<file path="src/logic/pgm_mem_pkg.sv">
`default_nettype none

package pgm_mem_pkg;

    // DDRAM side, one 64-bit line per word address
    typedef logic [28:0] ddram_addr_t;
    typedef logic [63:0] ddram_data_t;
    typedef logic [7:0]  ddram_be_t;      // One enable per byte of the line

    // Client side
    typedef logic [23:1] cpu_addr_t;      // 68k byte address, A0 never driven
    typedef logic [15:0] cpu_word_t;      // CPU bus word, also the download word
    typedef logic [26:0] ioctl_addr_t;    // Download byte address from the host

    // Current owner of the read path
    typedef enum logic [1:0] {
        grant_idle  = 2'd0,
        grant_cpu   = 2'd1,
        grant_video = 2'd2,
        grant_sound = 2'd3
    } grant_t;

    // Arbiter to all readers; each port compares grant with its own slot
    typedef struct packed {
        ddram_data_t data;                // Raw ddram_dout, valid with done only
        logic        done;                // Ready pulse seen during a grant
        grant_t      grant;
    } ddram_rsp_t;

    // Latched loader write, held until the DDRAM takes it
    typedef struct packed {
        logic        pending;
        ddram_addr_t addr;
        ddram_data_t data;
        ddram_be_t   be;
    } loader_wr_t;

    localparam ddram_be_t READ_BE = 8'hFF; // Reads always fetch the full line

endpackage

`default_nettype wire

</file>
<file path="src/logic/ddram_arbiter.sv">
`timescale 1ns/1ps
`default_nettype none

module ddram_arbiter (
    input  logic                    fixed_50m_clk,
    input  logic                    reset,
    input  logic                    ioctl_download,   // Loader owns the pins
    input  logic                    cpu_want,
    input  logic                    video_want,
    input  logic                    sound_want,
    input  pgm_mem_pkg::ddram_addr_t cpu_line_addr,
    input  pgm_mem_pkg::ddram_addr_t video_addr,
    input  pgm_mem_pkg::ddram_addr_t sound_addr,
    input  logic                    ddram_busy,
    input  logic                    ddram_dout_ready,
    input  pgm_mem_pkg::ddram_data_t ddram_dout,
    output pgm_mem_pkg::ddram_rsp_t  rsp,
    output logic                    rd,
    output pgm_mem_pkg::ddram_addr_t rd_addr
);

    import pgm_mem_pkg::*;

    grant_t state;
    logic   issued;     // Read already accepted for this grant
    logic   granted;

    assign granted = (state != grant_idle);

    // One strobe per grant, held back while the DDRAM is busy
    assign rd = !ioctl_download && granted && !issued && !ddram_busy;

    // Same bus goes to every reader
    assign rsp.data  = ddram_dout;
    assign rsp.done  = granted && ddram_dout_ready;
    assign rsp.grant = state;

    // Owner's address on the read path
    always_comb begin
        case (state)
            grant_cpu:   rd_addr = cpu_line_addr;
            grant_video: rd_addr = video_addr;
            grant_sound: rd_addr = sound_addr;
            default:     rd_addr = cpu_line_addr;   // Idle, not strobed
        endcase
    end

    always_ff @(posedge fixed_50m_clk) begin
        if (reset) begin
            state  <= grant_idle;
            issued <= 1'b0;
        end else if (ioctl_download) begin
            // Download pre-empts everything, grant is dropped
            state  <= grant_idle;
            issued <= 1'b0;
        end else begin
            case (state)
                grant_idle: begin
                    issued <= 1'b0;
                    // Fixed priority
                    if (cpu_want) begin
                        state <= grant_cpu;
                    end else if (video_want) begin
                        state <= grant_video;
                    end else if (sound_want) begin
                        state <= grant_sound;
                    end
                end
                default: begin
                    if (!issued && !ddram_busy) begin
                        issued <= 1'b1;             // Strobe accepted this cycle
                    end
                    if (ddram_dout_ready) begin
                        state  <= grant_idle;       // Done pulse ends the grant
                        issued <= 1'b0;
                    end
                end
            endcase
        end
    end

endmodule

`default_nettype wire

</file>
<file path="src/logic/ddram_loader.sv">
`timescale 1ns/1ps
`default_nettype none

module ddram_loader #(
    parameter logic [7:0] LOADER_ROM_INDEX = 8'd0   // Download slot that goes to DDRAM
) (
    input  logic                     fixed_50m_clk,
    input  logic                     reset,
    input  logic                     ioctl_download,
    input  logic                     ioctl_wr,         // One-cycle pulse per word
    input  pgm_mem_pkg::ioctl_addr_t ioctl_addr,
    input  pgm_mem_pkg::cpu_word_t   ioctl_dout,
    input  logic [7:0]               ioctl_index,
    input  logic                     ddram_busy,
    output pgm_mem_pkg::loader_wr_t  wr
);

    import pgm_mem_pkg::*;

    logic        pending;
    logic        accept;
    ddram_addr_t addr_q;
    ddram_data_t data_q;
    ddram_be_t   be_q;
    ddram_be_t   be_next;

    // Pulses while a write is still pending are dropped, host waits on ioctl_wait
    assign accept = ioctl_download && ioctl_wr && (ioctl_index == LOADER_ROM_INDEX) && !pending;

    // Byte pair of the 16-bit word inside the line
    always_comb begin
        case (ioctl_addr[2:1])
            2'd0:    be_next = 8'h03;
            2'd1:    be_next = 8'h0C;
            2'd2:    be_next = 8'h30;
            default: be_next = 8'hC0;
        endcase
    end

    always_ff @(posedge fixed_50m_clk) begin
        if (reset || !ioctl_download) begin
            pending <= 1'b0;    // End of download also drops a stuck write
        end else if (accept) begin
            pending <= 1'b1;
        end else if (pending && !ddram_busy) begin
            pending <= 1'b0;    // Taken by the DDRAM this cycle
        end
    end

    // Write payload, stable while waiting on busy
    always_ff @(posedge fixed_50m_clk) begin
        if (accept) begin
            addr_q <= {5'b0, ioctl_addr[26:3]};
            data_q <= {4{ioctl_dout}};    // Same word on every lane, be picks one
            be_q   <= be_next;
        end
    end

    assign wr.pending = pending;
    assign wr.addr    = addr_q;
    assign wr.data    = data_q;
    assign wr.be      = be_q;

endmodule

`default_nettype wire

</file>
<file path="src/logic/line_fetch_port.sv">
`timescale 1ns/1ps
`default_nettype none

module line_fetch_port (
    input  logic                     fixed_50m_clk,
    input  logic                     reset,
    input  logic                     video_req,     // Level request
    input  pgm_mem_pkg::ddram_rsp_t  rsp,
    output logic                     want,
    output logic                     video_ack,
    output pgm_mem_pkg::ddram_data_t video_data
);

    import pgm_mem_pkg::*;

    logic line_done;

    assign line_done = rsp.done && (rsp.grant == grant_video);

    assign want = video_req && !video_ack;

    // Hold the line, dout is gone after the pulse
    always_ff @(posedge fixed_50m_clk) begin
        if (line_done) begin
            video_data <= rsp.data;
        end
    end

    always_ff @(posedge fixed_50m_clk) begin
        if (reset) begin
            video_ack <= 1'b0;
        end else if (line_done) begin
            video_ack <= 1'b1;
        end else if (!video_req) begin
            video_ack <= 1'b0;
        end
    end

endmodule

`default_nettype wire

</file>
<file path="src/logic/pgm_ddram_hub.sv">
`timescale 1ns/1ps
`default_nettype none

module pgm_ddram_hub #(
    parameter logic [7:0] LOADER_ROM_INDEX = 8'd0
) (
    input  logic                     fixed_50m_clk,
    input  logic                     reset,

    // Host download
    input  logic                     ioctl_download,
    input  logic                     ioctl_wr,
    input  pgm_mem_pkg::ioctl_addr_t ioctl_addr,
    input  pgm_mem_pkg::cpu_word_t   ioctl_dout,
    input  logic [7:0]               ioctl_index,
    output logic                     ioctl_wait,

    // Read clients
    input  logic                     cpu_req,
    input  pgm_mem_pkg::cpu_addr_t   cpu_addr,
    output logic                     cpu_ack,
    output pgm_mem_pkg::cpu_word_t   cpu_data,
    input  logic                     video_req,
    input  pgm_mem_pkg::ddram_addr_t video_addr,
    output logic                     video_ack,
    output pgm_mem_pkg::ddram_data_t video_data,
    input  logic                     sound_req,
    input  pgm_mem_pkg::ddram_addr_t sound_addr,
    output logic                     sound_ack,
    output pgm_mem_pkg::ddram_data_t sound_data,

    // DDRAM port
    output logic                     ddram_rd,
    output logic                     ddram_we,
    output pgm_mem_pkg::ddram_addr_t ddram_addr,
    output pgm_mem_pkg::ddram_data_t ddram_din,
    output pgm_mem_pkg::ddram_be_t   ddram_be,
    input  pgm_mem_pkg::ddram_data_t ddram_dout,
    input  logic                     ddram_busy,
    input  logic                     ddram_dout_ready
);

    import pgm_mem_pkg::*;

    ddram_rsp_t  rsp;            // Broadcast to all readers
    loader_wr_t  wr;
    ddram_addr_t rd_addr;
    ddram_addr_t cpu_line_addr;
    logic        cpu_want;
    logic        video_want;
    logic        sound_want;

    // 64-bit line holding the CPU word
    assign cpu_line_addr = {8'b0, cpu_addr[23:3]};

    ddram_arbiter i_ddram_arbiter (
        .fixed_50m_clk    (fixed_50m_clk),
        .reset            (reset),
        .ioctl_download   (ioctl_download),
        .cpu_want         (cpu_want),
        .video_want       (video_want),
        .sound_want       (sound_want),
        .cpu_line_addr    (cpu_line_addr),
        .video_addr       (video_addr),
        .sound_addr       (sound_addr),
        .ddram_busy       (ddram_busy),
        .ddram_dout_ready (ddram_dout_ready),
        .ddram_dout       (ddram_dout),
        .rsp              (rsp),
        .rd               (ddram_rd),
        .rd_addr          (rd_addr)
    );

    rom_read_port i_rom_read_port (
        .fixed_50m_clk (fixed_50m_clk),
        .reset         (reset),
        .cpu_req       (cpu_req),
        .cpu_addr      (cpu_addr),
        .rsp           (rsp),
        .want          (cpu_want),
        .cpu_ack       (cpu_ack),
        .cpu_data      (cpu_data)
    );

    line_fetch_port i_line_fetch_port (
        .fixed_50m_clk (fixed_50m_clk),
        .reset         (reset),
        .video_req     (video_req),
        .rsp           (rsp),
        .want          (video_want),
        .video_ack     (video_ack),
        .video_data    (video_data)
    );

    sample_fetch_port i_sample_fetch_port (
        .fixed_50m_clk (fixed_50m_clk),
        .reset         (reset),
        .sound_req     (sound_req),
        .rsp           (rsp),
        .want          (sound_want),
        .sound_ack     (sound_ack),
        .sound_data    (sound_data)
    );

    ddram_loader #(
        .LOADER_ROM_INDEX (LOADER_ROM_INDEX)
    ) i_ddram_loader (
        .fixed_50m_clk  (fixed_50m_clk),
        .reset          (reset),
        .ioctl_download (ioctl_download),
        .ioctl_wr       (ioctl_wr),
        .ioctl_addr     (ioctl_addr),
        .ioctl_dout     (ioctl_dout),
        .ioctl_index    (ioctl_index),
        .ddram_busy     (ddram_busy),
        .wr             (wr)
    );

    // Loader wins the address while downloading, reads are held off then
    assign ddram_we   = wr.pending;
    assign ddram_addr = ioctl_download ? wr.addr : rd_addr;
    assign ddram_din  = wr.data;
    assign ddram_be   = wr.pending ? wr.be : READ_BE;
    assign ioctl_wait = wr.pending;     // Host stalls until the write lands

endmodule

`default_nettype wire

</file>
<file path="src/logic/rom_read_port.sv">
`timescale 1ns/1ps
`default_nettype none

module rom_read_port (
    input  logic                    fixed_50m_clk,
    input  logic                    reset,
    input  logic                    cpu_req,      // Level, held until ack
    input  pgm_mem_pkg::cpu_addr_t  cpu_addr,
    input  pgm_mem_pkg::ddram_rsp_t rsp,
    output logic                    want,
    output logic                    cpu_ack,
    output pgm_mem_pkg::cpu_word_t  cpu_data
);

    import pgm_mem_pkg::*;

    ddram_data_t line_buf;   // Last line fetched for the CPU
    cpu_word_t   lane_word;
    logic        line_done;

    assign line_done = rsp.done && (rsp.grant == grant_cpu);

    // Ask only until the ack is up
    assign want = cpu_req && !cpu_ack;

    // Line is only valid on the ready pulse
    always_ff @(posedge fixed_50m_clk) begin
        if (line_done) begin
            line_buf <= rsp.data;
        end
    end

    always_ff @(posedge fixed_50m_clk) begin
        if (reset) begin
            cpu_ack <= 1'b0;
        end else if (line_done) begin
            cpu_ack <= 1'b1;
        end else if (!cpu_req) begin
            cpu_ack <= 1'b0;    // Level ack drops after the request
        end
    end

    // A2:A1 pick the 16-bit lane, lane 0 in the low bits
    always_comb begin
        case (cpu_addr[2:1])
            2'd0:    lane_word = line_buf[15:0];
            2'd1:    lane_word = line_buf[31:16];
            2'd2:    lane_word = line_buf[47:32];
            default: lane_word = line_buf[63:48];
        endcase
    end

    // DDRAM is little endian, 68k wants the high byte first
    assign cpu_data = {lane_word[7:0], lane_word[15:8]};

endmodule

`default_nettype wire

</file>
<file path="src/logic/sample_fetch_port.sv">
`timescale 1ns/1ps
`default_nettype none

module sample_fetch_port (
    input  logic                     fixed_50m_clk,
    input  logic                     reset,
    input  logic                     sound_req,     // Edge starts a read
    input  pgm_mem_pkg::ddram_rsp_t  rsp,
    output logic                     want,
    output logic                     sound_ack,
    output pgm_mem_pkg::ddram_data_t sound_data
);

    import pgm_mem_pkg::*;

    logic req_last;      // Request level of the previous cycle
    logic req_rise;
    logic read_pending;  // Edge seen, read not yet completed
    logic sample_done;

    assign req_rise    = sound_req && !req_last;
    assign sample_done = rsp.done && (rsp.grant == grant_sound);

    // Held request gives one read only
    assign want = req_rise || read_pending;

    always_ff @(posedge fixed_50m_clk) begin
        if (reset) begin
            req_last     <= 1'b0;
            read_pending <= 1'b0;
            sound_ack    <= 1'b0;
        end else begin
            req_last <= sound_req;
            if (sample_done) begin
                read_pending <= 1'b0;
            end else if (req_rise) begin
                read_pending <= 1'b1;
            end
            // Ack set by data, cleared only once the request is gone
            if (sample_done) begin
                sound_ack <= 1'b1;
            end else if (!sound_req) begin
                sound_ack <= 1'b0;
            end
        end
    end

    always_ff @(posedge fixed_50m_clk) begin
        if (sample_done) begin
            sound_data <= rsp.data;
        end
    end

endmodule

`default_nettype wire

</file>
<file path="config.mk">
export PLATFORM = sky130hd
export DESIGN_NAME = pgm_ddram_hub
export DESIGN_NICKNAME = d
export VERILOG_FILES = /design/src/logic/pgm_mem_pkg.sv /design/src/logic/ddram_arbiter.sv /design/src/logic/ddram_loader.sv /design/src/logic/line_fetch_port.sv /design/src/logic/pgm_ddram_hub.sv /design/src/logic/rom_read_port.sv /design/src/logic/sample_fetch_port.sv
export SDC_FILE = /design/constraint.sdc
export NUM_CORES = 1
export LEC_CHECK = 0
export BUFFER_PORTS_ARGS = -buffer_cell sky130_fd_sc_hd__buf_2
export CORE_AREA = 2 2 179 181
export DETAILED_ROUTE_END_ITERATION = 10
export DIE_AREA = 0 0 181 183
export SLEW_MARGIN = 10
export SYNTH_ARGS = -nofsm -noshare
export SYNTH_HDL_FRONTEND = slang
export SYNTH_SLANG_ARGS = --single-unit
</file>
<file path="constraint.sdc">
create_clock -name fixed_50m_clk -period 7.5 [get_ports fixed_50m_clk]
set_input_delay 1.875 -clock fixed_50m_clk [delete_from_list [all_inputs] [get_ports fixed_50m_clk]]
set_output_delay 1.875 -clock fixed_50m_clk [all_outputs]
set_load 0.02 [all_outputs]
</file>
==> results of run 1 <==
## layout by cell type, fill, tap and decap left out, types with 2 or more instances in the layout
cell type  netlist  routed
a21oi_1          3       3
mux2i_1         29      29
a32oi_1          2       2
clkinv_2         0       6
clkbuf_16        0      27
edfxtp_1       236     236
buf_4           53       3
nor3_1           2       2
and3_2           0       2
o21ai_1          3       3
inv_6            0       3
nand2_1          8       8
nor2_1          31      29
a21o_1          21      21
buf_2            6     454
o21ai_0          2       2
nand2b_1         6       6
bufinv_16        0       3
clkbuf_1         6       5
dfxtp_2          0       2
mux4_2          16      16
clkinv_1         0       2
clkinv_4         0       2
dfxtp_1          9       7
a211oi_1        21      21
inv_1            4       4
nor2b_1          7       7
nor2_4           1       3
nor4_1           2       2
## layer usage
metal	part of all wire	vias up	track usage
li1	-	2651	-
met1	0.39	2832	0.1691
met2	0.51	320	0.2486
met3	0.078	42	0.03475
met4	0.019	2	0.03870
met5	0.00065	-	0
## metrics by stage
step	total power [mW]	hold slack (ns)	worst slack (ns)	std cells	utilization
2_1_floorplan	1.660	0.4466	2.392	484	-
4_1_cts	3.091	0.4827	2.325	1321	0.3954
3_5_place_dp	1.767	0.4672	2.325	1271	0.3670
6_report	3.047	0.4740	2.389	1321	0.3954
3_3_place_gp	1.764	0.4558	2.350	1271	0.3670
5_1_grt	3.165	0.5039	2.268	1321	0.3954
## how the worst min path moves through the flow
stage                                        startpoint                            end  slack, ns  depth (start not counted)
final                            i_ddram_arbiter.issued         i_ddram_arbiter.issued       0.47                          2
after global routing      i_sample_fetch_port.sound_ack  i_sample_fetch_port.sound_ack       0.50                          2
after CTS                        i_ddram_arbiter.issued         i_ddram_arbiter.issued       0.48                          2
after detailed placement         i_ddram_arbiter.issued         i_ddram_arbiter.issued       0.47                          2
after global placement           i_ddram_arbiter.issued         i_ddram_arbiter.issued       0.46                          2
after floorplan                  i_ddram_arbiter.issued         i_ddram_arbiter.issued       0.45                          2
## final cells by class
cell class	count	share of cell area
Sequential cell	245	0.5887
Multi-Input combinational cell	163	0.1118
Clock buffer	33	0.05735
Timing Repair Buffer	457	0.1858
Clock inverter	17	0.01449
Tap cell	402	0.04073
Inverter	4	0.001216
## sequential cells by signal, indices dropped and copies added (netlist names)
| name | cells |
|---|---|
| i_line_fetch_port.video_data | 64 |
| i_rom_read_port.line_buf | 64 |
| i_sample_fetch_port.sound_data | 64 |
| i_ddram_loader.addr_q | 24 |
| i_ddram_loader.data_q | 16 |
| i_ddram_loader.be_q | 4 |
| i_ddram_arbiter.state | 2 |
| i_ddram_arbiter.issued | 1 |
| i_ddram_loader.pending | 1 |
| i_line_fetch_port.video_ack | 1 |
| i_rom_read_port.cpu_ack | 1 |
| i_sample_fetch_port.read_pending | 1 |
| i_sample_fetch_port.req_last | 1 |
| i_sample_fetch_port.sound_ack | 1 |
## cells by family after synthesis
logic type,synth area share
AOI/OAI and AO/OA,0.04413
DFF,0.7912
and+or+nand+nor,0.03337
muxes,0.07084
buffers and inverters,0.06048
## worst max-delay path, delay by kind of cell
| family | cells | cell delay [ns] |
|---|---|---|
| buf+inv | 2 | 0.71 |
| mux | 1 | 0.64 |
## power breakdown
part | internal [mW] | switching (mW)
combinational | 0.0854 | 0.113
clock | 0.779 | 0.532
sequential | 1.52 | 0.0144
==> results.sh, run 1 <==
export IMPL_status="finished clean"
export IMPL_critPathSlowestCell="mux4_2"
export IMPL_final_period_utilization=0.6815
export IMPL_syn_num_nets=689
export IMPL_grt_pass1_vias=5724
export IMPL_port_buffers=454
export IMPL_grt_max_degree=67
export IMPL_h_tree_depth=1
export IMPL_crit_required_ns=5.62
export IMPL_ys_ff_latch=245
export IMPL_hold_viol=0
export IMPL_path_max_fanout=16
export IMPL_synth_common_cells="236 x edfxtp_1, 53 x buf_4, 31 x nor2_1"
export IMPL_die_w_microns=181
export IMPL_fin_tns_setup_ns=0
export IMPL_drive_above_1_share=0.5724
export IMPL_crit_end="cpu_data[0]"
export IMPL_grt_pass1_wl_mm=34.88
export IMPL_wire_per_inst_microns=18.71
export IMPL_synthDominantCellAreaShare=0.7716
export IMPL_hold_buffers=0
export IMPL_arrival_ns=3.24
export IMPL_regArea_sq_um=7269
export IMPL_leakage_nw=4.972
export IMPL_initial_core_util=0.2941
export IMPL_grt_ovfl_total=0
export IMPL_rsz0062_at_grt="no"
export IMPL_final_area_sq_um=12350
export IMPL_r2r_setup_slack_ns=4.94
export IMPL_nFillCells=2975
export IMPL_clk_latency_ns=0.53
export IMPL_dr_pass1_iters=4
export IMPL_slew_violations=0
export IMPL_slowest_delay_ns=0.64
export IMPL_ys_async_sr_fraction=0
export IMPL_syn_inst=484
export IMPL_fmax_mhz=195.7
export IMPL_cts_clk_slew_worst_paths_ns=0.06
export IMPL_cts_tree="yes"
export IMPL_reg2reg_depth=2
export IMPL_cts_buffers_inserted=27
export IMPL_fin_crit_ns=5.111
export IMPL_ys_flop_type="edfxtp_1"
export IMPL_peakVddDrop_uv=151.8
export IMPL_coreArea_sq_um=31230
export IMPL_critPathLaunchType="primary input"
export IMPL_vias_per_cell=4.426
export IMPL_dieHeight_microns=183
export IMPL_maxSlewHeadroom=0.2800
export IMPL_finClkSkew_ns=0.01062
export IMPL_area_growth_pct=34.45
export IMPL_crit_path_end_kind="output port"
export IMPL_setup_viol=0
export IMPL_multiInputGateArea_sq_um=1380
export IMPL_wirelength_mm=24.72
export IMPL_fin_nets=1103
export IMPL_synthDistinctLibCells=32
export IMPL_hold_path_class="register to register"
export IMPL_num_vias=5847
export IMPL_yosys_top_cells_area="edfxtp_1 77%, buf_4 4.3%, mux4_2 3.9%"
export IMPL_ctsResizeCount=0
export IMPL_gp_congestion=0.7975
export IMPL_syn_area_sq_um=9185
export IMPL_grt_usage=0.1397
export IMPL_regToRegEndpoint="i_sample_fetch_port.sound_data[37]"
export IMPL_tightestPinTransition_ns=1.080
export IMPL_cts_setup_buffers=0
export IMPL_crit_type="primary input to output port"
export IMPL_synth_most_common_cell="edfxtp_1"
export IMPL_dp_hpwl_mm=18.10
export IMPL_route_antenna_remaining_nets=0
export IMPL_cap_violations=0
export IMPL_crit_chain="buf_2, mux4_2, buf_2"
export IMPL_startpoint="cpu_addr[0]"
export IMPL_root_buffer="clkbuf_16"
export IMPL_r2r_start="i_ddram_arbiter.state[0]"
export IMPL_synth_edf_count=236
export IMPL_cts_sinks=245
export IMPL_drcViolationCount=0
export IMPL_clock_path_buffers=3
export IMPL_dieArea_sq_um=33120
export IMPL_drtIter0Drc=308
export IMPL_boundaryPins=456
export IMPL_yosysTopAreaCell="edfxtp_1"
export IMPL_path_common_cell="buf_2"
export IMPL_yosysWarnings=0
export IMPL_rows=65
export IMPL_placed_area_sq_um=11460
export IMPL_antenna_found_initial=2
export IMPL_avgSynthCellArea_sq_um=18.98
export IMPL_n_antenna_cell=0
export IMPL_power_density_nw_per_um2=246.7
export IMPL_ys_seq_area_frac=0.7912
Power figures use the tool's default switching activity.
==> run 2: changes to the inputs <==
==> constraint.sdc (replaced) <==
create_clock -name fixed_50m_clk -period 4.9 [get_ports fixed_50m_clk]
set_input_delay 1.225 -clock fixed_50m_clk [delete_from_list [all_inputs] [get_ports fixed_50m_clk]]
set_output_delay 1.225 -clock fixed_50m_clk [all_outputs]
set_load 0.02 [all_outputs]
==> run 2 against run 1 <==
Net effect:
- non-clock buffer count increased by 1
- count of clock-buffer cells in the layout decreased by 5
- clock skew increased by 0.0069 ns
- sequential power increased by 53%
- utilization about the same
- largest cell class unchanged
- highest routed layer unchanged
- register-to-register slack got worse by 2.7 ns
==> results.sh, run 2 (synthesis gave the netlist of run 1 again) <==
export IMPL_area_growth_pct=34.34
export IMPL_status="finished clean"
export IMPL_route_antenna_remaining_nets=0
export IMPL_hold_buffers=0
export IMPL_dieArea_sq_um=33120
export IMPL_fin_nets=1103
export IMPL_fmax_mhz=263.0
export IMPL_drcViolationCount=0
export IMPL_path_common_cell="buf_2"
export IMPL_cts_sinks=245
export IMPL_crit_chain="buf_2, nand2b_1, o21ai_1, buf_2"
export IMPL_fin_tns_setup_ns=0
export IMPL_fin_crit_ns=3.802
export IMPL_grt_pass1_wl_mm=34.40
export IMPL_tightestPinTransition_ns=1.102
export IMPL_boundaryPins=456
export IMPL_clock_path_buffers=3
export IMPL_crit_required_ns=3.67
export IMPL_cap_violations=0
export IMPL_die_w_microns=181
export IMPL_r2r_setup_slack_ns=2.23
export IMPL_final_common_cell="buf_2"
export IMPL_startpoint="ioctl_download"
export IMPL_hold_viol=0
export IMPL_critPathSlowestCell="buf_2"
export IMPL_layout_common_cells="454 x buf_2, 236 x edfxtp_1, 29 x mux2i_1, 29 x nor2_1, 26 x clkbuf_16"
export IMPL_path_depth=4
export IMPL_crit_path_end_kind="output port"
export IMPL_cts_clk_slew_worst_paths_ns=0.07
export IMPL_rows=65
export IMPL_final_setup_worst_slack_ns=1.098
export IMPL_slew_violations=0
export IMPL_wire_per_inst_microns=18.67
export IMPL_met1_usage=0.1728
export IMPL_root_buffer="clkbuf_16"
export IMPL_ctsResizeCount=0
export IMPL_rsz0062_at_grt="no"
export IMPL_dr_pass1_iters=4
export IMPL_nFillCells=2941
export IMPL_cts_tree="yes"
export IMPL_grt_pass1_vias=5510
export IMPL_h_tree_depth=1
export IMPL_cts_buffers_inserted=26
export IMPL_drtIter0Drc=314
export IMPL_grt_usage=0.1379
export IMPL_dp_hpwl_mm=18.39
export IMPL_power_density_nw_per_um2=371.7
export IMPL_path_delay_family="buffers and inverters"
export IMPL_met3_usage=0.03257
export IMPL_path_max_fanout=50
export IMPL_leakage_nw=4.961
export IMPL_antenna_found_initial=2
export IMPL_finClkSkew_ns=0.01756
export IMPL_peakVddDrop_uv=292.0
export IMPL_final_period_utilization=0.7760
export IMPL_final_util=0.3951
export IMPL_setup_viol=0
export IMPL_cp_buffers_inverters=2
export IMPL_grt_busiest_layer="met2"
export IMPL_clk_latency_ns=0.53
export IMPL_gp_congestion=0.7748
export IMPL_arrival_ns=2.58
export IMPL_regToRegEndpoint="i_rom_read_port.line_buf[57]"
export IMPL_reg2reg_depth=4
export IMPL_initial_core_util=0.2941
export IMPL_r2r_start="i_ddram_arbiter.state[0]"
export IMPL_critPathLaunchType="primary input"
export IMPL_port_buffers=454
export IMPL_num_vias=5779
export IMPL_crit_type="primary input to output port"
export IMPL_maxSlewHeadroom=0.2654
export IMPL_grtUsageMet2=0.2391
export IMPL_slowest_delay_ns=0.65
export IMPL_vias_per_cell=4.381
export IMPL_top_regs="i_line_fetch_port.video_data (64), i_rom_read_port.line_buf (64), i_sample_fetch_port.sound_data (64)"
export IMPL_dieHeight_microns=183
export IMPL_crit_end="ddram_addr[23]"
export IMPL_hold_path_class="register to register"
export IMPL_grt_max_degree=67
export IMPL_drive_above_1_share=0.5699
export IMPL_coreArea_sq_um=31230
export IMPL_grt_ovfl_total=0
export IMPL_wirelength_mm=24.63
export IMPL_pre_cts_ws_ns=1.044
export IMPL_cts_setup_buffers=0
## run 2: cell count changes in the layout (fill, tap and decap cells not counted), sizes merged
cell      previous run  this run
clkbuf              33        28
clkinv              10        13
buf                457       458
clkinvlp             1         0
diode                0         1
inv                  7         6
## run 2: worst min-delay path by stage
stage                            from                     end  slack (ns)  cells past startpoint
2_1_floorplan  i_ddram_arbiter.issued  i_ddram_arbiter.issued        0.45                      2
3_3_place_gp   i_ddram_arbiter.issued  i_ddram_arbiter.issued        0.45                      2
3_5_place_dp   i_ddram_arbiter.issued  i_ddram_arbiter.issued        0.47                      2
4_1_cts        i_ddram_arbiter.issued  i_ddram_arbiter.issued        0.48                      2
5_1_grt        i_ddram_arbiter.issued  i_ddram_arbiter.issued        0.51                      2
6_report       i_ddram_arbiter.issued  i_ddram_arbiter.issued        0.48                      2
## run 2: power by group
group          leakage (nW)  internal, mW  switching, mW
clock                 0.414          1.13          0.798
sequential             2.20          2.33         0.0171
combinational          2.35         0.132          0.178
total                  4.96          3.59          0.993
## run 2: worst register-to-register path, cell delays in order, from the launching register on
cell and delay (ns):
dfxtp_2 0.66, buf_4 0.42, nand2_1 0.16, nor2_4 0.77
buf_12 0.33
## run 2: layout make-up
| class | instances | area (sq um) | share of cell area |
|---|---|---|---|
| multi-input cells | 163 | 1380 | 0.1118 |
| diodes | 1 | 2.502 | 0.0002028 |
| clock inverters | 18 | 183.9 | 0.01491 |
| well taps | 402 | 503.0 | 0.04076 |
| clock buffers | 28 | 658.1 | 0.05334 |
| inverters | 4 | 15.01 | 0.001217 |
| repair buffers | 458 | 2327 | 0.1886 |
| flip-flops and latches | 245 | 7269 | 0.5891 |
## run 2: layer usage
layer | wire, microns | vias up
li1 | - | 2659
met1 | 9760 | 2766
met2 | 12400 | 316
met3 | 1981 | 36
met4 | 467 | 2
met5 | 13 | -
## run 2: through the flow
step | total power, mW | hold slack (ns) | area (sq um) | instances
6_report | 4.587 | 0.4791 | 12340 | 1319
5_1_grt | 4.765 | 0.5076 | 12340 | 1319
4_1_cts | 4.655 | 0.4850 | 12340 | 1318
3_5_place_dp | 2.706 | 0.4728 | 11490 | 1272
3_3_place_gp | 2.701 | 0.4546 | 11490 | 1272
2_1_floorplan | 2.542 | 0.4466 | 9185 | 484
==> run 3: changes to the inputs <==
==> constraint.sdc (replaced) <==
create_clock -name fixed_50m_clk -period 3.2 [get_ports fixed_50m_clk]
set_input_delay 0.8 -clock fixed_50m_clk [delete_from_list [all_inputs] [get_ports fixed_50m_clk]]
set_output_delay 0.8 -clock fixed_50m_clk [all_outputs]
set_load 0.02 [all_outputs]
==> run 3 against run 2 <==
Net effect:
- cell count up 1.2%
- register-to-register slack worse by 1.2 ns
- clock power up 53%
- clock skew up 0.0017 ns
- first-iteration DRC count down 5.4%
- largest cell class unchanged
==> results.sh, run 3 (synthesis gave the netlist of run 1 again) <==
export IMPL_slew_violations=0
export IMPL_vias_per_cell=4.355
export IMPL_dieHeight_microns=183
export IMPL_gp_congestion=0.7701
export IMPL_cts_setup_buffers=0
export IMPL_final_setup_worst_slack_ns=0.2257
export IMPL_setup_viol=0
export IMPL_whs_path_depth=1
export IMPL_num_vias=5814
export IMPL_min_from="ioctl_addr[20]"
export IMPL_cap_violations=0
export IMPL_arrival_ns=2.17
export IMPL_reg2reg_depth=3
export IMPL_holdPathEnd="i_ddram_loader.addr_q[17]"
export IMPL_status="finished clean"
export IMPL_final_util=0.4009
export IMPL_r2r_setup_slack_ns=1.03
export IMPL_fin_crit_ns=2.974
export IMPL_port_buffers=454
export IMPL_dr_pass1_iters=5
export IMPL_wl_met2_mm=13.20
export IMPL_die_w_microns=181
export IMPL_rsz0062_at_grt="no"
export IMPL_coreArea_sq_um=31230
export IMPL_critPathSlowestCell="dfxtp_2"
export IMPL_fin_nets=1117
export IMPL_dp_hpwl_mm=19.53
export IMPL_cts_buffers_inserted=26
export IMPL_r2r_start="i_ddram_arbiter.state[0]"
export IMPL_ctsResizeCount=0
export IMPL_slowest_delay_ns=0.71
export IMPL_fin_tns_setup_ns=0
export IMPL_top_regs="i_line_fetch_port.video_data (64), i_rom_read_port.line_buf (64), i_sample_fetch_port.sound_data (64)"
export IMPL_layout_common_cells="454 x buf_2, 236 x edfxtp_1, 29 x mux2i_1, 29 x nor2_1, 26 x clkbuf_16"
export IMPL_final_period_utilization=0.9295
export IMPL_wirelength_mm=25.24
export IMPL_finClkSkew_ns=0.01930
export IMPL_crit_required_ns=2.40
export IMPL_grt_max_degree=45
export IMPL_wire_per_inst_microns=18.90
export IMPL_hold_viol=0
export IMPL_met1_length_mm=9.542
export IMPL_drcViolationCount=0
export IMPL_placed_area_sq_um=11680
export IMPL_cts_tree="yes"
export IMPL_grt_pass1_vias=5813
export IMPL_pre_cts_ws_ns=0.3808
export IMPL_cts_sinks=245
export IMPL_routed_top_layer="met4"
export IMPL_grt_ovfl_total=0
export IMPL_root_buffer="clkbuf_16"
export IMPL_leakage_nw=5.037
export IMPL_initial_core_util=0.2941
export IMPL_boundaryPins=456
export IMPL_dp_cells=1286
export IMPL_wl_met3_mm=1.896
export IMPL_antenna_found_initial=5
export IMPL_cts_clk_slew_worst_paths_ns=0.06
export IMPL_final_area_sq_um=12520
export IMPL_dieArea_sq_um=33120
export IMPL_clk_latency_ns=0.53
export IMPL_crit_type="register to output port"
export IMPL_peakVddDrop_uv=403.9
export IMPL_drtIter0Drc=297
export IMPL_tightestPinTransition_ns=0.6736
export IMPL_rows=65
export IMPL_power_density_nw_per_um2=561.2
export IMPL_regToRegEndpoint="i_sample_fetch_port.sound_data[8]"
export IMPL_crit_chain="buf_12, mux2i_1, a211oi_1, a21o_1, buf_2"
export IMPL_clock_path_buffers=3
export IMPL_grt_usage=0.1430
export IMPL_route_antenna_remaining_nets=0
export IMPL_critPathLaunchType="register"
export IMPL_drive_above_1_share=0.5720
export IMPL_maxSlewHeadroom=0.5499
export IMPL_area_growth_pct=36.32
export IMPL_path_max_fanout=19
export IMPL_h_tree_depth=1
export IMPL_grt_pass1_wl_mm=35.70
export IMPL_final_common_cell="buf_2"
export IMPL_crit_path_end_kind="output port"
export IMPL_final_cells=1335
export IMPL_fmax_mhz=336.2
export IMPL_hold_path_class="primary input to register"
export IMPL_hold_buffers=0
## run 3: final cells by class
type                       instances  area (sq um)
fill                            2953         18710
sequential                       245          7269
timing repair buffer             472          2507
multi-input combinational        163          1384
clock buffer                      33         676.9
tap                              402         503.0
clock inverter                    13         157.7
inverter                           4         15.01
antenna                            3         7.507
## run 3: routing by layer
metal / global-route usage / up-vias
met2: 0.2658 / 299
li1: - / 2680
met3: 0.03495 / 40
met1: 0.1610 / 2795
met4: 0.04683 / 0
met5: 0 / -
## run 3: worst max-delay path: cells and delay by family, from the launching register on
kind / cells / cell delay [ns]
DFF: 1 / 0.71
buffers and inverters: 2 / 0.40
AOI/OAI and AO/OA: 2 / 0.27
muxes: 1 / 0.25
## run 3: stage by stage
step                      power (mW)  hold slack, ns
after floorplan                3.890          0.4466
after global placement         4.151          0.4604
after detailed placement       4.158          0.4674
after CTS                      7.134          0.4143
after global routing           7.284          0.4159
final                          7.027          0.4401
## run 3: where the power goes
part	switching, mW	leakage, nW	internal, mW
Clock	1.20	0.400	1.74
Combinational	0.275	2.44	0.217
Sequential	0.0230	2.20	3.57
## run 3: worst max path at each step
stage / from / endpoint / slack, ns / cells past startpoint
floorplan: ddram_dout_ready / i_line_fetch_port.video_data[0] / 0.24 / 2
global placement: cpu_addr[0] / cpu_data[1] / 0.39 / 4
detailed placement: cpu_addr[0] / cpu_data[0] / 0.38 / 4
CTS: i_ddram_arbiter.state[0] / ddram_addr[18] / 0.17 / 5
global route: i_ddram_arbiter.state[0] / ddram_addr[20] / 0.09 / 5
finish: i_ddram_arbiter.state[0] / ddram_addr[18] / 0.23 / 5
